## config.mk

```make
export PLATFORM = sky130hd
export DESIGN_NAME = adam_periph_top
export DESIGN_NICKNAME = d
export VERILOG_FILES = /design/src/hdl/adam_periph_pkg.sv /design/src/hdl/adam_reg_if.sv /design/src/hdl/adam_gpio_bank.sv /design/src/hdl/adam_periph_ctrl.sv /design/src/hdl/adam_periph_top.sv /design/src/hdl/adam_pin_mux.sv /design/src/hdl/adam_pwm_timer.sv
export VERILOG_INCLUDE_DIRS = /design/src /design/src/hdl
export SDC_FILE = /design/constraint.sdc
export NUM_CORES = 1
export LEC_CHECK = 0
export ABC_AREA = 1
export BUFFER_PORTS_ARGS = -buffer_cell sky130_fd_sc_hd__buf_2
export CAP_MARGIN = 20
export CORE_ASPECT_RATIO = 1.5
export CORE_MARGIN = 2
export CORE_UTILIZATION = 31
export CTS_CLUSTER_DIAMETER = 100
export DETAILED_ROUTE_END_ITERATION = 10
export GPL_ROUTABILITY_DRIVEN = 0
export PLACE_DENSITY_LB_ADDON = 0.08
export SYNTH_ARGS = -nofsm -noshare
export SYNTH_HDL_FRONTEND = slang
export SYNTH_SLANG_ARGS = --single-unit
```

## constraint.sdc

```tcl
create_clock -name clk -period 5.2 [get_ports clk]
set_input_delay 0.26 -clock clk [delete_from_list [all_inputs] [get_ports clk]]
set_output_delay 0.26 -clock clk [all_outputs]
set_load 0.01 [all_outputs]
```

## src/hdl/adam_periph_defines.svh

```systemverilog
`ifndef ADAM_PERIPH_DEFINES_SVH
`define ADAM_PERIPH_DEFINES_SVH

// Bus and pad sizes
`define ADAM_DATA_W     32
`define ADAM_PADDR_W    12
`define ADAM_GPIO_WIDTH 16
`define ADAM_REG_OFS_W  6

// GPIO bank register offsets
`define GPIO_OUT    6'h00
`define GPIO_MODE   6'h04
`define GPIO_OTYPE  6'h08
`define GPIO_IN     6'h0C

// Pin mux function register
`define MUX_FUNC    6'h00

// PWM timer register offsets
`define TMR_CTRL    6'h00
`define TMR_PERIOD  6'h04
`define TMR_COMPARE 6'h08
`define TMR_COUNT   6'h0C

`endif

```

## src/hdl/adam_periph_pkg.sv

```systemverilog
`default_nettype none

`include "adam_periph_defines.svh"

package adam_periph_pkg;

    typedef logic [`ADAM_DATA_W-1:0]  data_t;
    typedef logic [`ADAM_PADDR_W-1:0] paddr_t;

    // Pin function where OFF2 acts as OFF
    typedef enum logic [1:0] {
        FUNC_GPIO = 2'd0,
        FUNC_PWM  = 2'd1,
        FUNC_OFF  = 2'd2,
        FUNC_OFF2 = 2'd3
    } func_t;

    // Block select from paddr[9:8]
    typedef enum logic [1:0] {
        BLK_GPIO  = 2'd0,
        BLK_MUX   = 2'd1,
        BLK_TIMER = 2'd2,
        BLK_NONE  = 2'd3
    } blk_sel_t;

endpackage

`default_nettype wire

```

## src/hdl/adam_reg_if.sv

```systemverilog
`default_nettype none

`include "adam_periph_defines.svh"

interface adam_reg_if;

    logic                        wr;
    logic                        rd;
    logic [`ADAM_REG_OFS_W-1:0]  ofs;
    adam_periph_pkg::data_t      wdata;
    adam_periph_pkg::data_t      rdata;
    logic                        err;

    modport ctrl (
        output wr, rd, ofs, wdata,
        input  rdata, err
    );

    // rdata and err are combinational in the block
    modport block (
        input  wr, rd, ofs, wdata,
        output rdata, err
    );

endinterface

`default_nettype wire

```

## src/hdl/adam_gpio_bank.sv

```systemverilog
`default_nettype none

`include "adam_periph_defines.svh"

module adam_gpio_bank (
    input  logic                        clk,
    input  logic                        rst_i,

    input  logic [`ADAM_GPIO_WIDTH-1:0] pad_in_i,
    output logic [`ADAM_GPIO_WIDTH-1:0] gpio_o_o,
    output logic [`ADAM_GPIO_WIDTH-1:0] gpio_mode_o,
    output logic [`ADAM_GPIO_WIDTH-1:0] gpio_otype_o,

    adam_reg_if.block                   regs
);

    logic [`ADAM_GPIO_WIDTH-1:0] out_q;
    logic [`ADAM_GPIO_WIDTH-1:0] mode_q;
    logic [`ADAM_GPIO_WIDTH-1:0] otype_q;
    logic [`ADAM_GPIO_WIDTH-1:0] in_meta_q;
    logic [`ADAM_GPIO_WIDTH-1:0] in_sync_q;
    logic                        ofs_known;
    logic                        ofs_ro;

    always_comb begin
        regs.rdata = '0;
        ofs_known  = 1'b1;
        ofs_ro     = 1'b0;
        case (regs.ofs)
            `GPIO_OUT:   regs.rdata = adam_periph_pkg::data_t'(out_q);
            `GPIO_MODE:  regs.rdata = adam_periph_pkg::data_t'(mode_q);
            `GPIO_OTYPE: regs.rdata = adam_periph_pkg::data_t'(otype_q);
            `GPIO_IN: begin
                regs.rdata = adam_periph_pkg::data_t'(in_sync_q);
                ofs_ro     = 1'b1;
            end
            default:     ofs_known = 1'b0;
        endcase
    end

    assign regs.err = (regs.wr && (!ofs_known || ofs_ro)) || (regs.rd && !ofs_known);

    always_ff @(posedge clk) begin
        if (rst_i) begin
            out_q   <= '0;
            mode_q  <= '0;
            otype_q <= '0;
        end else if (regs.wr && !regs.err) begin
            case (regs.ofs)
                `GPIO_OUT:   out_q   <= regs.wdata[`ADAM_GPIO_WIDTH-1:0];
                `GPIO_MODE:  mode_q  <= regs.wdata[`ADAM_GPIO_WIDTH-1:0];
                `GPIO_OTYPE: otype_q <= regs.wdata[`ADAM_GPIO_WIDTH-1:0];
                default: ;
            endcase
        end
    end

    // Two-flop synchronizer for the pad inputs
    always_ff @(posedge clk) begin
        if (rst_i) begin
            in_meta_q <= '0;
            in_sync_q <= '0;
        end else begin
            in_meta_q <= pad_in_i;
            in_sync_q <= in_meta_q;
        end
    end

    assign gpio_o_o     = out_q;
    assign gpio_mode_o  = mode_q;
    assign gpio_otype_o = otype_q;

endmodule

`default_nettype wire

```

## src/hdl/adam_periph_ctrl.sv

```systemverilog
`default_nettype none

`include "adam_periph_defines.svh"

module adam_periph_ctrl (
    input  logic                    clk,
    input  logic                    rst_i,

    input  logic                    psel_i,
    input  logic                    penable_i,
    input  logic                    pwrite_i,
    input  adam_periph_pkg::paddr_t paddr_i,
    input  adam_periph_pkg::data_t  pwdata_i,
    output logic                    pready_o,
    output adam_periph_pkg::data_t  prdata_o,
    output logic                    pslverr_o,

    input  logic                    pause_req_i,
    output logic                    pause_ack_o,
    output logic                    paused_o,

    adam_reg_if.ctrl                gpio_if,
    adam_reg_if.ctrl                mux_if,
    adam_reg_if.ctrl                tmr_if
);

    logic                       access;
    logic                       rd_req;
    logic                       wr_req;
    logic [`ADAM_REG_OFS_W-1:0] ofs;
    adam_periph_pkg::blk_sel_t  blk;
    adam_periph_pkg::data_t     blk_rdata;
    logic                       blk_err;
    logic                       pause_ack_q;

    assign access = psel_i && penable_i;
    assign blk    = adam_periph_pkg::blk_sel_t'(paddr_i[9:8]);
    assign ofs    = paddr_i[`ADAM_REG_OFS_W-1:0];
    assign rd_req = access && !pwrite_i;
    // Writes are dropped while paused
    assign wr_req = access && pwrite_i && !pause_ack_q;

    assign gpio_if.wr    = wr_req && (blk == adam_periph_pkg::BLK_GPIO);
    assign gpio_if.rd    = rd_req && (blk == adam_periph_pkg::BLK_GPIO);
    assign gpio_if.ofs   = ofs;
    assign gpio_if.wdata = pwdata_i;

    assign mux_if.wr     = wr_req && (blk == adam_periph_pkg::BLK_MUX);
    assign mux_if.rd     = rd_req && (blk == adam_periph_pkg::BLK_MUX);
    assign mux_if.ofs    = ofs;
    assign mux_if.wdata  = pwdata_i;

    assign tmr_if.wr     = wr_req && (blk == adam_periph_pkg::BLK_TIMER);
    assign tmr_if.rd     = rd_req && (blk == adam_periph_pkg::BLK_TIMER);
    assign tmr_if.ofs    = ofs;
    assign tmr_if.wdata  = pwdata_i;

    always_comb begin
        blk_rdata = '0;
        blk_err   = 1'b0;
        case (blk)
            adam_periph_pkg::BLK_GPIO: begin
                blk_rdata = gpio_if.rdata;
                blk_err   = gpio_if.err;
            end
            adam_periph_pkg::BLK_MUX: begin
                blk_rdata = mux_if.rdata;
                blk_err   = mux_if.err;
            end
            adam_periph_pkg::BLK_TIMER: begin
                blk_rdata = tmr_if.rdata;
                blk_err   = tmr_if.err;
            end
            adam_periph_pkg::BLK_NONE: blk_err = 1'b1;
        endcase
    end

    // Zero wait states
    assign pready_o  = access;
    assign pslverr_o = access && (blk_err || (pwrite_i && pause_ack_q));
    assign prdata_o  = rd_req ? blk_rdata : '0;

    // Grant pause only between transfers
    always_ff @(posedge clk) begin
        if (rst_i) begin
            pause_ack_q <= 1'b0;
        end else if (!pause_req_i) begin
            pause_ack_q <= 1'b0;
        end else if (!psel_i) begin
            pause_ack_q <= 1'b1;
        end
    end

    assign pause_ack_o = pause_ack_q;
    assign paused_o    = pause_ack_q;

endmodule

`default_nettype wire

```

## src/hdl/adam_periph_top.sv

```systemverilog
`default_nettype none

`include "adam_periph_defines.svh"

module adam_periph_top (
    input  logic                          clk,
    input  logic                          rst_i,

    input  logic                          psel_i,
    input  logic                          penable_i,
    input  logic                          pwrite_i,
    input  adam_periph_pkg::paddr_t       paddr_i,
    input  adam_periph_pkg::data_t        pwdata_i,
    output logic                          pready_o,
    output adam_periph_pkg::data_t        prdata_o,
    output logic                          pslverr_o,

    input  logic                          pause_req_i,
    output logic                          pause_ack_o,

    input  logic [`ADAM_GPIO_WIDTH-1:0]   pad_i_i,
    output logic [`ADAM_GPIO_WIDTH-1:0]   pad_o_o,
    output logic [`ADAM_GPIO_WIDTH-1:0]   pad_mode_o_o,
    output logic [`ADAM_GPIO_WIDTH-1:0]   pad_otype_o_o,
    output logic [2*`ADAM_GPIO_WIDTH-1:0] pin_func_o
);

    logic [`ADAM_GPIO_WIDTH-1:0] gpio_o;
    logic [`ADAM_GPIO_WIDTH-1:0] gpio_mode;
    logic [`ADAM_GPIO_WIDTH-1:0] gpio_otype;
    logic                        pwm;
    logic                        paused;

    adam_reg_if gpio_if ();
    adam_reg_if mux_if ();
    adam_reg_if tmr_if ();

    adam_periph_ctrl u_adam_periph_ctrl (
        .clk         (clk),
        .rst_i       (rst_i),
        .psel_i      (psel_i),
        .penable_i   (penable_i),
        .pwrite_i    (pwrite_i),
        .paddr_i     (paddr_i),
        .pwdata_i    (pwdata_i),
        .pready_o    (pready_o),
        .prdata_o    (prdata_o),
        .pslverr_o   (pslverr_o),
        .pause_req_i (pause_req_i),
        .pause_ack_o (pause_ack_o),
        .paused_o    (paused),
        .gpio_if     (gpio_if.ctrl),
        .mux_if      (mux_if.ctrl),
        .tmr_if      (tmr_if.ctrl)
    );

    adam_gpio_bank u_adam_gpio_bank (
        .clk          (clk),
        .rst_i        (rst_i),
        .pad_in_i     (pad_i_i),
        .gpio_o_o     (gpio_o),
        .gpio_mode_o  (gpio_mode),
        .gpio_otype_o (gpio_otype),
        .regs         (gpio_if.block)
    );

    adam_pin_mux u_adam_pin_mux (
        .clk           (clk),
        .rst_i         (rst_i),
        .gpio_o_i      (gpio_o),
        .gpio_mode_i   (gpio_mode),
        .gpio_otype_i  (gpio_otype),
        .pwm_i         (pwm),
        .pad_o_o       (pad_o_o),
        .pad_mode_o_o  (pad_mode_o_o),
        .pad_otype_o_o (pad_otype_o_o),
        .pin_func_o    (pin_func_o),
        .regs          (mux_if.block)
    );

    adam_pwm_timer u_adam_pwm_timer (
        .clk      (clk),
        .rst_i    (rst_i),
        .paused_i (paused),
        .pwm_o    (pwm),
        .regs     (tmr_if.block)
    );

endmodule

`default_nettype wire

```

## src/hdl/adam_pin_mux.sv

```systemverilog
`default_nettype none

`include "adam_periph_defines.svh"

module adam_pin_mux (
    input  logic                          clk,
    input  logic                          rst_i,

    input  logic [`ADAM_GPIO_WIDTH-1:0]   gpio_o_i,
    input  logic [`ADAM_GPIO_WIDTH-1:0]   gpio_mode_i,
    input  logic [`ADAM_GPIO_WIDTH-1:0]   gpio_otype_i,
    input  logic                          pwm_i,

    output logic [`ADAM_GPIO_WIDTH-1:0]   pad_o_o,
    output logic [`ADAM_GPIO_WIDTH-1:0]   pad_mode_o_o,
    output logic [`ADAM_GPIO_WIDTH-1:0]   pad_otype_o_o,
    output logic [2*`ADAM_GPIO_WIDTH-1:0] pin_func_o,

    adam_reg_if.block                     regs
);

    logic [2*`ADAM_GPIO_WIDTH-1:0] func_q;
    logic                          ofs_known;

    assign ofs_known  = (regs.ofs == `MUX_FUNC);
    assign regs.rdata = ofs_known ? adam_periph_pkg::data_t'(func_q) : '0;
    assign regs.err   = (regs.wr || regs.rd) && !ofs_known;

    always_ff @(posedge clk) begin
        if (rst_i) begin
            func_q <= '0;
        end else if (regs.wr && !regs.err) begin
            func_q <= regs.wdata[2*`ADAM_GPIO_WIDTH-1:0];
        end
    end

    assign pin_func_o = func_q;

    for (genvar i = 0; i < `ADAM_GPIO_WIDTH; i++) begin : g_pin
        always_comb begin
            case (adam_periph_pkg::func_t'(func_q[2*i +: 2]))
                adam_periph_pkg::FUNC_GPIO: begin
                    pad_o_o[i]       = gpio_o_i[i];
                    pad_mode_o_o[i]  = gpio_mode_i[i];
                    pad_otype_o_o[i] = gpio_otype_i[i];
                end
                // Timer output drives push-pull
                adam_periph_pkg::FUNC_PWM: begin
                    pad_o_o[i]       = pwm_i;
                    pad_mode_o_o[i]  = 1'b1;
                    pad_otype_o_o[i] = 1'b0;
                end
                adam_periph_pkg::FUNC_OFF, adam_periph_pkg::FUNC_OFF2: begin
                    pad_o_o[i]       = 1'b0;
                    pad_mode_o_o[i]  = 1'b0;
                    pad_otype_o_o[i] = 1'b0;
                end
            endcase
        end
    end

endmodule

`default_nettype wire

```

## src/hdl/adam_pwm_timer.sv

```systemverilog
`default_nettype none

`include "adam_periph_defines.svh"

module adam_pwm_timer (
    input  logic      clk,
    input  logic      rst_i,

    input  logic      paused_i,
    output logic      pwm_o,

    adam_reg_if.block regs
);

    logic        en_q;
    logic [15:0] period_q;
    logic [15:0] compare_q;
    logic [15:0] count_q;
    logic        ofs_known;
    logic        ofs_ro;

    always_comb begin
        regs.rdata = '0;
        ofs_known  = 1'b1;
        ofs_ro     = 1'b0;
        case (regs.ofs)
            `TMR_CTRL:    regs.rdata = adam_periph_pkg::data_t'(en_q);
            `TMR_PERIOD:  regs.rdata = adam_periph_pkg::data_t'(period_q);
            `TMR_COMPARE: regs.rdata = adam_periph_pkg::data_t'(compare_q);
            `TMR_COUNT: begin
                regs.rdata = adam_periph_pkg::data_t'(count_q);
                ofs_ro     = 1'b1;
            end
            default:      ofs_known = 1'b0;
        endcase
    end

    assign regs.err = (regs.wr && (!ofs_known || ofs_ro)) || (regs.rd && !ofs_known);

    always_ff @(posedge clk) begin
        if (rst_i) begin
            en_q      <= 1'b0;
            period_q  <= '0;
            compare_q <= '0;
        end else if (regs.wr && !regs.err) begin
            case (regs.ofs)
                `TMR_CTRL:    en_q      <= regs.wdata[0];
                `TMR_PERIOD:  period_q  <= regs.wdata[15:0];
                `TMR_COMPARE: compare_q <= regs.wdata[15:0];
                default: ;
            endcase
        end
    end

    // Also wraps if PERIOD drops below the running count
    always_ff @(posedge clk) begin
        if (rst_i) begin
            count_q <= '0;
        end else if (en_q && !paused_i) begin
            count_q <= (count_q >= period_q) ? 16'd0 : count_q + 16'd1;
        end
    end

    assign pwm_o = (count_q < compare_q);

endmodule

`default_nettype wire

```

* Yosys cells after proc, flatten, opt, wreduce, memory -nomap -nowiden
Cells that the tools add are included.
** Cells by class
- Magnitude comparators :: 2
- Add/sub/neg operators :: 1
- Bitwise logic cells :: 1
- Reductions and logical operators :: 91
- Mux-type cells :: 57
- Eq/ne operators :: 54
** Operators with widths (count)
- one-hot mux 16 bit (4 select lines) :: 2
- one-hot mux 1 bit (3 select lines) :: 32
- one-hot mux 32 bit (3 select lines) :: 1
- == test 2 bit (second input constant) :: 34
- two-way mux 32 bit :: 2
- OR reduction 3 bit :: 16
- == test 2 x 1 -> 1 bit (second input constant) :: 17
- logical NOT 2 bit :: 17
- OR reduction 2 bit :: 17
- one-hot mux 1 bit (2 select lines) :: 16
- logical AND 1 bit :: 21
- adder 16 x 1 -> 16 bit (second input constant) :: 1
- >= comparator 16 bit :: 1
- less-than comparator 16 bit :: 1
- two-way mux 16 bit :: 1
- == test 6 x 4 -> 1 bit (second input constant) :: 2
- AND reduction 2 bit :: 6
- logical NOT 1 bit :: 7
- == test 6 x 3 -> 1 bit (second input constant) :: 1
- logical NOT 6 bit :: 1
- logical OR 1 bit :: 5
- one-hot mux 1 bit (4 select lines) :: 1
- OR reduction 4 bit :: 1
- two-way mux 1 bit :: 2
- NOT 1 bit :: 1
** Word-level totals
- Bits in registers :: 162
- Output and inout bits :: 115
- Input port bits :: 66
- Word-level logic and storage cells :: 217

* Logic depth before layout (Yosys ltp)
Gate-level depths: netlist (run 1).
- Depth after elaboration :: 10
- Mapped depth :: 15
- Depth with buffers taken out :: 14

* Cells and area by module
From an unflattened synthesis (run 1), not the netlist that was laid out.
** Unflattened totals
- Cell total of the unflattened synthesis :: 1727
- Area, all modules :: 10910.5 µm²
** Modules (own cells, without submodules)
- adam_gpio_bank :: area each 3691.0 µm², sequential area each 1601.5 µm², times used 1, cells an instance 563
- adam_pwm_timer :: area each 3103.0 µm², sequential area each 980.9 µm², times used 1, cells an instance 426
- adam_pin_mux :: area each 2117.0 µm², sequential area each 640.6 µm², times used 1, cells an instance 382
- adam_periph_ctrl :: area each 1999.4 µm², sequential area each 20.0 µm², times used 1, cells an instance 356

* Worst setup path after synthesis (run 1)
No wires, ideal clock.
- Kind :: reg-to-output
- Start point :: reg u_adam_pwm_timer.count_q[13]
- End point :: out pad_o_o[5]
- Cell stages (with the launch flop) :: 10
- Arrival :: 1.619 ns
- Setup slack :: 3.321 ns
- Buffers on the path :: 1
- Required time :: 4.940 ns
- Cell sequence :: dfxtp_1 ha_1 nand2_1 inv_1 o21ai_0 nand2_1 nor2_1 buf_2 nand3_1 nand2_1
** Between the ends
- Cells in the longest elaborated chain, start to end :: 2
** Ends and longest elaborated chain
- start, declared :: RTL line adam_pwm_timer.sv:18 : logic [15:0] count_q;
- start signal, assigned :: RTL line adam_pwm_timer.sv:60 : count_q <= (count_q >= period_q) ? 16'd0 : count_q + 16'd1;
- less-than comparator 16 bit :: RTL line adam_pwm_timer.sv:64 : assign pwm_o = (count_q < compare_q);
- one-hot mux 1 bit (3 select lines) :: RTL line adam_pin_mux.sv:41 : case (adam_periph_pkg::func_t'(func_q[2*i +: 2]))
- end, declared :: RTL line adam_periph_top.sv:22 : output logic [`ADAM_GPIO_WIDTH-1:0] pad_o_o,
No other way between the ends.

* Final worst setup path (run 1)
- Start point :: reg u_adam_pwm_timer.count_q[5]
- End point :: out pad_o_o[4]
The elaborated chain is that of the path after synthesis.

==> results.txt, run 1 <==
initial antenna violation count -> 0
drt drc -> 0
post-DP HPWL -> 20300 um
CP required -> 4.94 ns
Placed Area -> 0.00926 sq mm
Synth Area in Adders -> 0.0489
gr busiest metal -> met2
largest family of logic cells by synthesized area -> simple AND/OR/NAND/NOR gates
multiplexer share of the synthesized area -> 0.00122
DR pass1 iterations -> 5
Sink Count -> 162
Mean Syn Cell Area -> 6.60 sq um
IO buf count -> 176
RSZ-0062 raised after global routing -> false
vias -> 8140
Post-synth EDFFs -> 0
reg-to-reg endpoint -> u_adam_pwm_timer.period_q[11]
post-route ant nets -> 0
Final Setup Violations -> 0
final worst path period need -> 2.99 ns
Synth area leader -> dfxtp_1
initial drt markers -> 353
CTS tree -> built
largest net degree at the start of global routing -> 59
Layout Utilization -> 0.383
P&R area growth vs syn -> 21.1%
row cnt -> 72
vias in the first global route -> 7807
CP Class -> flip-flop to output port
Max Freq -> 335 MHz
first-pass GRT wire length -> 44000 um
CTS root buf -> clkbuf_16
final instance area -> 0.00991 sq mm
ratio of final minimum period to clock period -> 0.574
status -> finished clean
core area -> 0.0259 sq mm
Post-synth top flop -> dfxtp_1
Least-Margin Pin Slew -> 1.05 ns
endpoints failing hold -> 0
Slew Viols, Final -> 0
R2R depth -> 6
Non-Filler Instances -> 1733
CP endpoint -> pad_o_o[4]
total grt overflow -> 0
post-synth cell types -> 37
TritonCTS buffer count -> 17
Fillers -> 2829
Starting Density -> 0.317
Worst-path clk slew -> 0.07 ns
Total Wirelength -> 28400 um
total track usage -> 0.209
Startpoint Class -> flip-flop
nets@finish -> 1486
Peak VDD IR -> 234 uV
I/O Pins -> 181
WL/cell -> 16.4 um
power density over cell area -> 270 mW/mm^2
R2R Setup Slk -> 3.04 ns
Hold WC Path Type -> input port to flip-flop
cell area after synthesis -> 0.00819 sq mm
data arrival time of the critical path -> 2.73 ns
setup TNS -> 0 ns
xor/xnor share of the synthesized area -> 0.00856
area share of and/or/nand/nor cells after synthesis -> 0.286
post-synth top area share -> 0.396
area of the die -> 0.0278 sq mm
reg-to-reg startpoint -> u_adam_periph_ctrl.pause_ack_o
cells after synthesis -> 1240
Skew-Pair Late Insertion Delay -> 0.44 ns
register bit total from synthesis -> 162
Max-slew headroom -> 0.301
register area share after synthesis -> 0.396
syn nets -> 1338
max-cap viol count -> 0
largest cells by area after synthesis -> dfxtp_1, nor2_1, o21ai_0
clock skew -> 0.00780 ns
diodes inserted -> 0
Compound-Gate Fraction of Synth Area -> 0.158
M1 GR Usage -> 0.258
Worst setup EP type -> output port
register area -> 0.00324 sq mm
layout cell share with drive strength beyond 1 -> 0.167
htree depth -> 4
Cells after DPL -> 1699
Pleak -> 4.62 nW
critical path fanouts, max -> 16
Power Total -> 2.67 mW
Die Y -> 203 um
met3 usage -> 0.0340
Via density -> 4.70
area of the multi-input gates -> 0.00413 sq mm
Synth warnings -> 0
ys async rst share -> 0
met2 usage -> 0.369
Crit. Startpoint -> u_adam_pwm_timer.count_q[5]
CTS max path bufs -> 2
width of the die -> 137 um
## placed cells by master (no fill, tap or decap), types with 2 or more instances in the layout
cell type,count
a21oi_1,86
buf_16,2
buf_2,176
buf_4,4
bufinv_16,3
clkbuf_1,2
clkbuf_16,17
clkinv_2,2
clkinv_4,3
clkinvlp_4,2
dfxtp_1,162
ha_1,32
inv_1,139
inv_2,8
inv_6,2
nand2_1,189
nand2_2,3
nand3_1,52
nand4_1,6
nor2_1,301
nor2_2,3
nor2_4,2
nor3_1,18
o21ai_0,142
o21ai_1,19
xor2_1,8
## logic make-up (layout without fill, tap and decap cells)
family / after synthesis / in the layout
mux: 1 / 1
fa+ha+maj: 32 / 32
compound gates: 255 / 255
buf+inv: 202 / 362
xor+xnor: 8 / 8
simple gates: 580 / 580
flops: 162 / 162
## worst min-delay path by stage
stage / startpoint / endpoint / slack, ns / cells after the start
2_1_floorplan: psel_i / u_adam_periph_ctrl.pause_ack_o / 0.35 / 1
3_3_place_gp: u_adam_gpio_bank.in_meta_q[0] / u_adam_gpio_bank.in_sync_q[0] / 0.39 / 2
3_5_place_dp: u_adam_gpio_bank.in_meta_q[1] / u_adam_gpio_bank.in_sync_q[1] / 0.40 / 2
4_1_cts: pad_i_i[0] / u_adam_gpio_bank.in_meta_q[0] / 0.005 / 3
5_1_grt: pad_i_i[0] / u_adam_gpio_bank.in_meta_q[0] / 0.02 / 3
6_report: pad_i_i[0] / u_adam_gpio_bank.in_meta_q[0] / 0.02 / 3
## through the flow
step	hold slack [ns]	setup WS (ns)
CTS	0.00475	2.19
global placement	0.389	2.56
detailed placement	0.395	2.57
finish	0.0160	2.21
global route	0.0201	1.99
floorplan	0.352	3.32
## cell usage after synthesis, drive strengths merged (6+ instances only)
library cell / number
nand3: 53
nand2: 193
dfxtp: 162
xor2: 8
nor2: 307
nor3: 19
nand4: 6
ha: 32
buf: 23
o21ai: 162
a21oi: 87
inv: 148
clkbuf: 31
## registers in the layout (all words and copies together) (netlist names)
register / count
u_adam_pwm_timer.en_q: 1
u_adam_pwm_timer.count_q: 16
u_adam_pwm_timer.compare_q: 16
u_adam_periph_ctrl.pause_ack_o: 1
u_adam_gpio_bank.in_sync_q: 16
u_adam_gpio_bank.gpio_o_o: 16
u_adam_gpio_bank.gpio_mode_o: 16
u_adam_pin_mux.pin_func_o: 32
u_adam_gpio_bank.in_meta_q: 16
u_adam_gpio_bank.gpio_otype_o: 16
u_adam_pwm_timer.period_q: 16
## critical path, cell delays in order (launching register included)
cell,delay (ns)
dfxtp_1,0.45
ha_1,0.29
a21oi_1,0.15
nor2_1,0.06
a211oi_1,0.17
nand2_1,0.08
nand2_1,0.62
nand3_1,0.14
nand2_1,0.16
buf_2,0.15
## power breakdown
| part | total (mW) | internal, mW | leakage, nW | switching, mW |
|---|---|---|---|---|
| logic | 0.115 | 0.0356 | 3.02 | 0.0794 |
| registers | 1.26 | 1.25 | 1.31 | 0.00500 |
| clock network | 1.30 | 0.756 | 0.284 | 0.546 |
| total | 2.67 | 2.04 | 4.62 | 0.631 |
## layer usage
layer	part of all wire	vias up
met4	0.017	0
met2	0.51	163
met3	0.041	30
met1	0.44	3727
li1	-	4220
met5	0	-
## what timing repair did
action,4_1_cts,5_1_grt
hold endpoints to repair,1,0
endpoints found under the setup margin,0,0
setup buffers,0,0
hold buffers,1,0
resized for setup,0,0
## area by class of cell
type                       count  area share
inverter                     148      0.0563
clock inverter                12      0.0160
clock buffer                  19      0.0437
sequential                   162       0.327
tap                          333      0.0420
timing repair buffer         183      0.0984
multi-input combinational    876       0.416
No activity file was read; power rests on OpenSTA's default activity.
==> inputs of run 2 (changes only) <==
==> constraint.sdc (replaced) <==
create_clock -name clk -period 3.1 [get_ports clk]
set_input_delay 0.155 -clock clk [delete_from_list [all_inputs] [get_ports clk]]
set_output_delay 0.155 -clock clk [all_outputs]
set_load 0.01 [all_outputs]
==> results.txt, run 2 (synthesized netlist as in run 1, its figures left out) <==
final worst path period need -> 2.54 ns
Layout Utilization -> 0.395 (was 0.383)
Skew-Pair Late Insertion Delay -> 0.44 ns (about the same)
Seq pwr share -> 0.485 (was 0.470)
critical path fanouts, max -> 16 (unchanged)
CP cell instances -> ha_1 -> a21oi_1 -> nor2_1 -> a211oi_1 -> nand2_1 -> nand2_1 -> buf_4 -> nand3_1 -> nand2_1 -> buf_2 (was ha_1 -> a21oi_1 -> nor2_1 -> a211oi_1 -> nand2_1 -> nand2_1 -> nand3_1 -> nand2_1 -> buf_2)
Pleak -> 4.76 nW (was 4.62 nW)
CTS max path bufs -> 2 (unchanged)
R2R Setup Slk -> 1.19 ns (was 3.04 ns)
post-CTS setup repair buffer count -> 0 (unchanged)
post-DP HPWL -> 20600 um (was 20300 um)
final instance area -> 0.0102 sq mm (was 0.00991 sq mm)
endpoints failing hold -> 0 (unchanged)
Non-Filler Instances -> 1776 (was 1733)
initial drt markers -> 331 (was 353)
largest net degree at the start of global routing -> 57 (was 59)
Worst-path clk slew -> 0.07 ns (about the same)
data arrival time of the critical path -> 2.38 ns (was 2.73 ns)
htree depth -> 4 (unchanged)
met3 usage -> 0.0342 (was 0.0340)
layout cell share with drive strength beyond 1 -> 0.171 (was 0.167)
reg-to-reg endpoint -> u_adam_pwm_timer.count_q[13] (was u_adam_pwm_timer.period_q[11])
post-route ant nets -> 0 (unchanged)
Crit-path slowest cell -> dfxtp_1 (was nand2_1)
status -> finished clean (unchanged)
Max-slew headroom -> 0.368 (was 0.301)
setup TNS -> 0 ns (unchanged)
vias in the first global route -> 8110 (was 7807)
Comb pwr share -> 0.052 (was 0.043)
IO buf count -> 176 (unchanged)
TritonCTS buffer count -> 17 (unchanged)
WL/cell -> 15.9 um (was 16.4 um)
I/O Pins -> 181 (unchanged)
gr busiest metal -> met2 (unchanged)
most frequent cells in the layout -> nor2_1, nand2_1, buf_2 (unchanged)
HP Start -> pwdata_i[24] (was pad_i_i[0])
CTS root buf -> clkbuf_16 (unchanged)
power density over cell area -> 425 mW/mm^2 (was 270 mW/mm^2)
Cells after DPL -> 1711 (was 1699)
final hold slack -> 0.0170 ns (was 0.0160 ns)
post_cts resized -> 0 (unchanged)
CP required -> 2.94 ns (was 4.94 ns)
Hold WC Path Type -> input port to flip-flop (unchanged)
initial antenna violation count -> 1 (was 0)
total grt overflow -> 0 (unchanged)
Placed Area -> 0.00935 sq mm (was 0.00926 sq mm)
RSZ-0062 raised after global routing -> false (unchanged)
reg-to-reg startpoint -> u_adam_pwm_timer.count_q[13] (was u_adam_periph_ctrl.pause_ack_o)
Starting Density -> 0.317 (unchanged)
Startpoint Class -> flip-flop (unchanged)
DR pass1 iterations -> 5 (unchanged)
hold depth -> 3 (unchanged)
total track usage -> 0.210 (was 0.209)
Sink Count -> 162 (unchanged)
P&R area growth vs syn -> 24.9% (was 21.1%)
Slew Viols, Final -> 0 (unchanged)
M1 GR Usage -> 0.251 (was 0.258)
Least-Margin Pin Slew -> 0.947 ns (was 1.05 ns)
CP Class -> flip-flop to output port (unchanged)
hold_buf cts -> 32 (was 1)
switching share of total power -> 0.253 (was 0.236)
Int Pwr -> 3.25 mW (was 2.04 mW)
max incr delay on CP -> 0.47 ns (was 0.62 ns)
drt drc -> 0 (unchanged)
first-pass GRT wire length -> 44300 um (was 44000 um)
nets@finish -> 1527 (was 1486)
Max Freq -> 394 MHz
Total Wirelength -> 28200 um (was 28400 um)
clock skew -> 0.00634 ns (was 0.00780 ns)
WHS Endpoint -> u_adam_pin_mux.pin_func_o[24] (was u_adam_gpio_bank.in_meta_q[0])
commonest non-fill, non-tap cell in the layout -> nor2_1 (unchanged)
ratio of final minimum period to clock period -> 0.819
clock network fraction of total power -> 0.463 (was 0.487)
Worst setup EP type -> output port (unchanged)
core area -> 0.0259 sq mm (unchanged)
Via density -> 4.64 (was 4.70)
CTS tree -> built (unchanged)
Peak VDD IR -> 383 uV (was 234 uV)
NetSw -> 1.10 mW (was 631 uW)
max-cap viol count -> 0 (unchanged)
row cnt -> 72 (unchanged)
vias -> 8248 (was 8140)
Final Setup Violations -> 0 (unchanged)
width of the die -> 137 um (unchanged)
Die Y -> 203 um (unchanged)
area of the die -> 0.0278 sq mm (unchanged)
met2 usage -> 0.374 (was 0.369)
R2R depth -> 11 (was 6)
Top cell by count, worst path -> nand2_1 (unchanged)
max reg flops -> 32 (unchanged)
run 2: changes by cell type in the layout (fill, tap and decap cells not counted), sizes merged:
cell / before / now
dlygate4sd3: 1 / 32
clkinvlp: 2 / 4
inv: 150 / 151
diode: 0 / 1
clkinv: 5 / 7
clkbuf: 19 / 18
buf: 182 / 192
bufinv: 3 / 0
run 2: power by group through the flow:
| stage | logic [mW] | clock network [mW] | registers, mW |
|---|---|---|---|
| finish | 0.226 | 2.01 | 2.11 |
| global route | 0.252 | 2.13 | 2.11 |
| CTS | 0.228 | 2.05 | 2.11 |
| detailed placement | 0.198 | 0 | 2.16 |
| global placement | 0.197 | 0 | 2.15 |
| floorplan | 0.0963 | 0 | 2.15 |
run 2: area by class of cell:
type | instances | area, sq um
sequential | 162 | 3240
timing repair buffer | 224 | 1330
antenna | 1 | 2.50
multi-input combinational | 876 | 4120
clock inverter | 14 | 109
fill | 2842 | 15600
inverter | 148 | 558
clock buffer | 18 | 439
tap | 333 | 417
run 2: routing by layer:
layer / vias to the layer above / part of all wire
met2: 167 / 0.51
met3: 36 / 0.037
met4: 0 / 0.024
met5: - / 0
li1: 4308 / -
met1: 3737 / 0.43
run 2: critical path, delay by kind of cell, from the launching register on:
kind / cells / cell delay, ns
compound gates: 2 / 0.33
simple gates: 5 / 0.44
buf+inv: 2 / 0.41
flops: 1 / 0.47
fa+ha+maj: 1 / 0.29
run 2: how the worst max path moves through the flow:
| stage | from | end | cells after the start | slack, ns |
|---|---|---|---|---|
| final | u_adam_pwm_timer.count_q[5] | pad_o_o[4] | 10 | 0.56 |
| after global routing | u_adam_pwm_timer.count_q[5] | pad_o_o[2] | 10 | 0.38 |
| after CTS | u_adam_pwm_timer.count_q[5] | pad_o_o[2] | 10 | 0.56 |
| after detailed placement | paddr_i[5] | prdata_o[31] | 11 | 0.79 |
| after global placement | paddr_i[1] | u_adam_pin_mux.pin_func_o[31] | 11 | 0.84 |
| after floorplan | u_adam_pwm_timer.count_q[13] | pad_o_o[5] | 9 | 1.33 |
run 2: stage by stage:
step / setup slack (ns) / power [mW]
4_1_cts: 0.559 / 4.39
3_5_place_dp: 0.793 / 2.35
2_1_floorplan: 1.33 / 2.25
5_1_grt: 0.379 / 4.49
6_report: 0.562 / 4.34
3_3_place_gp: 0.838 / 2.35
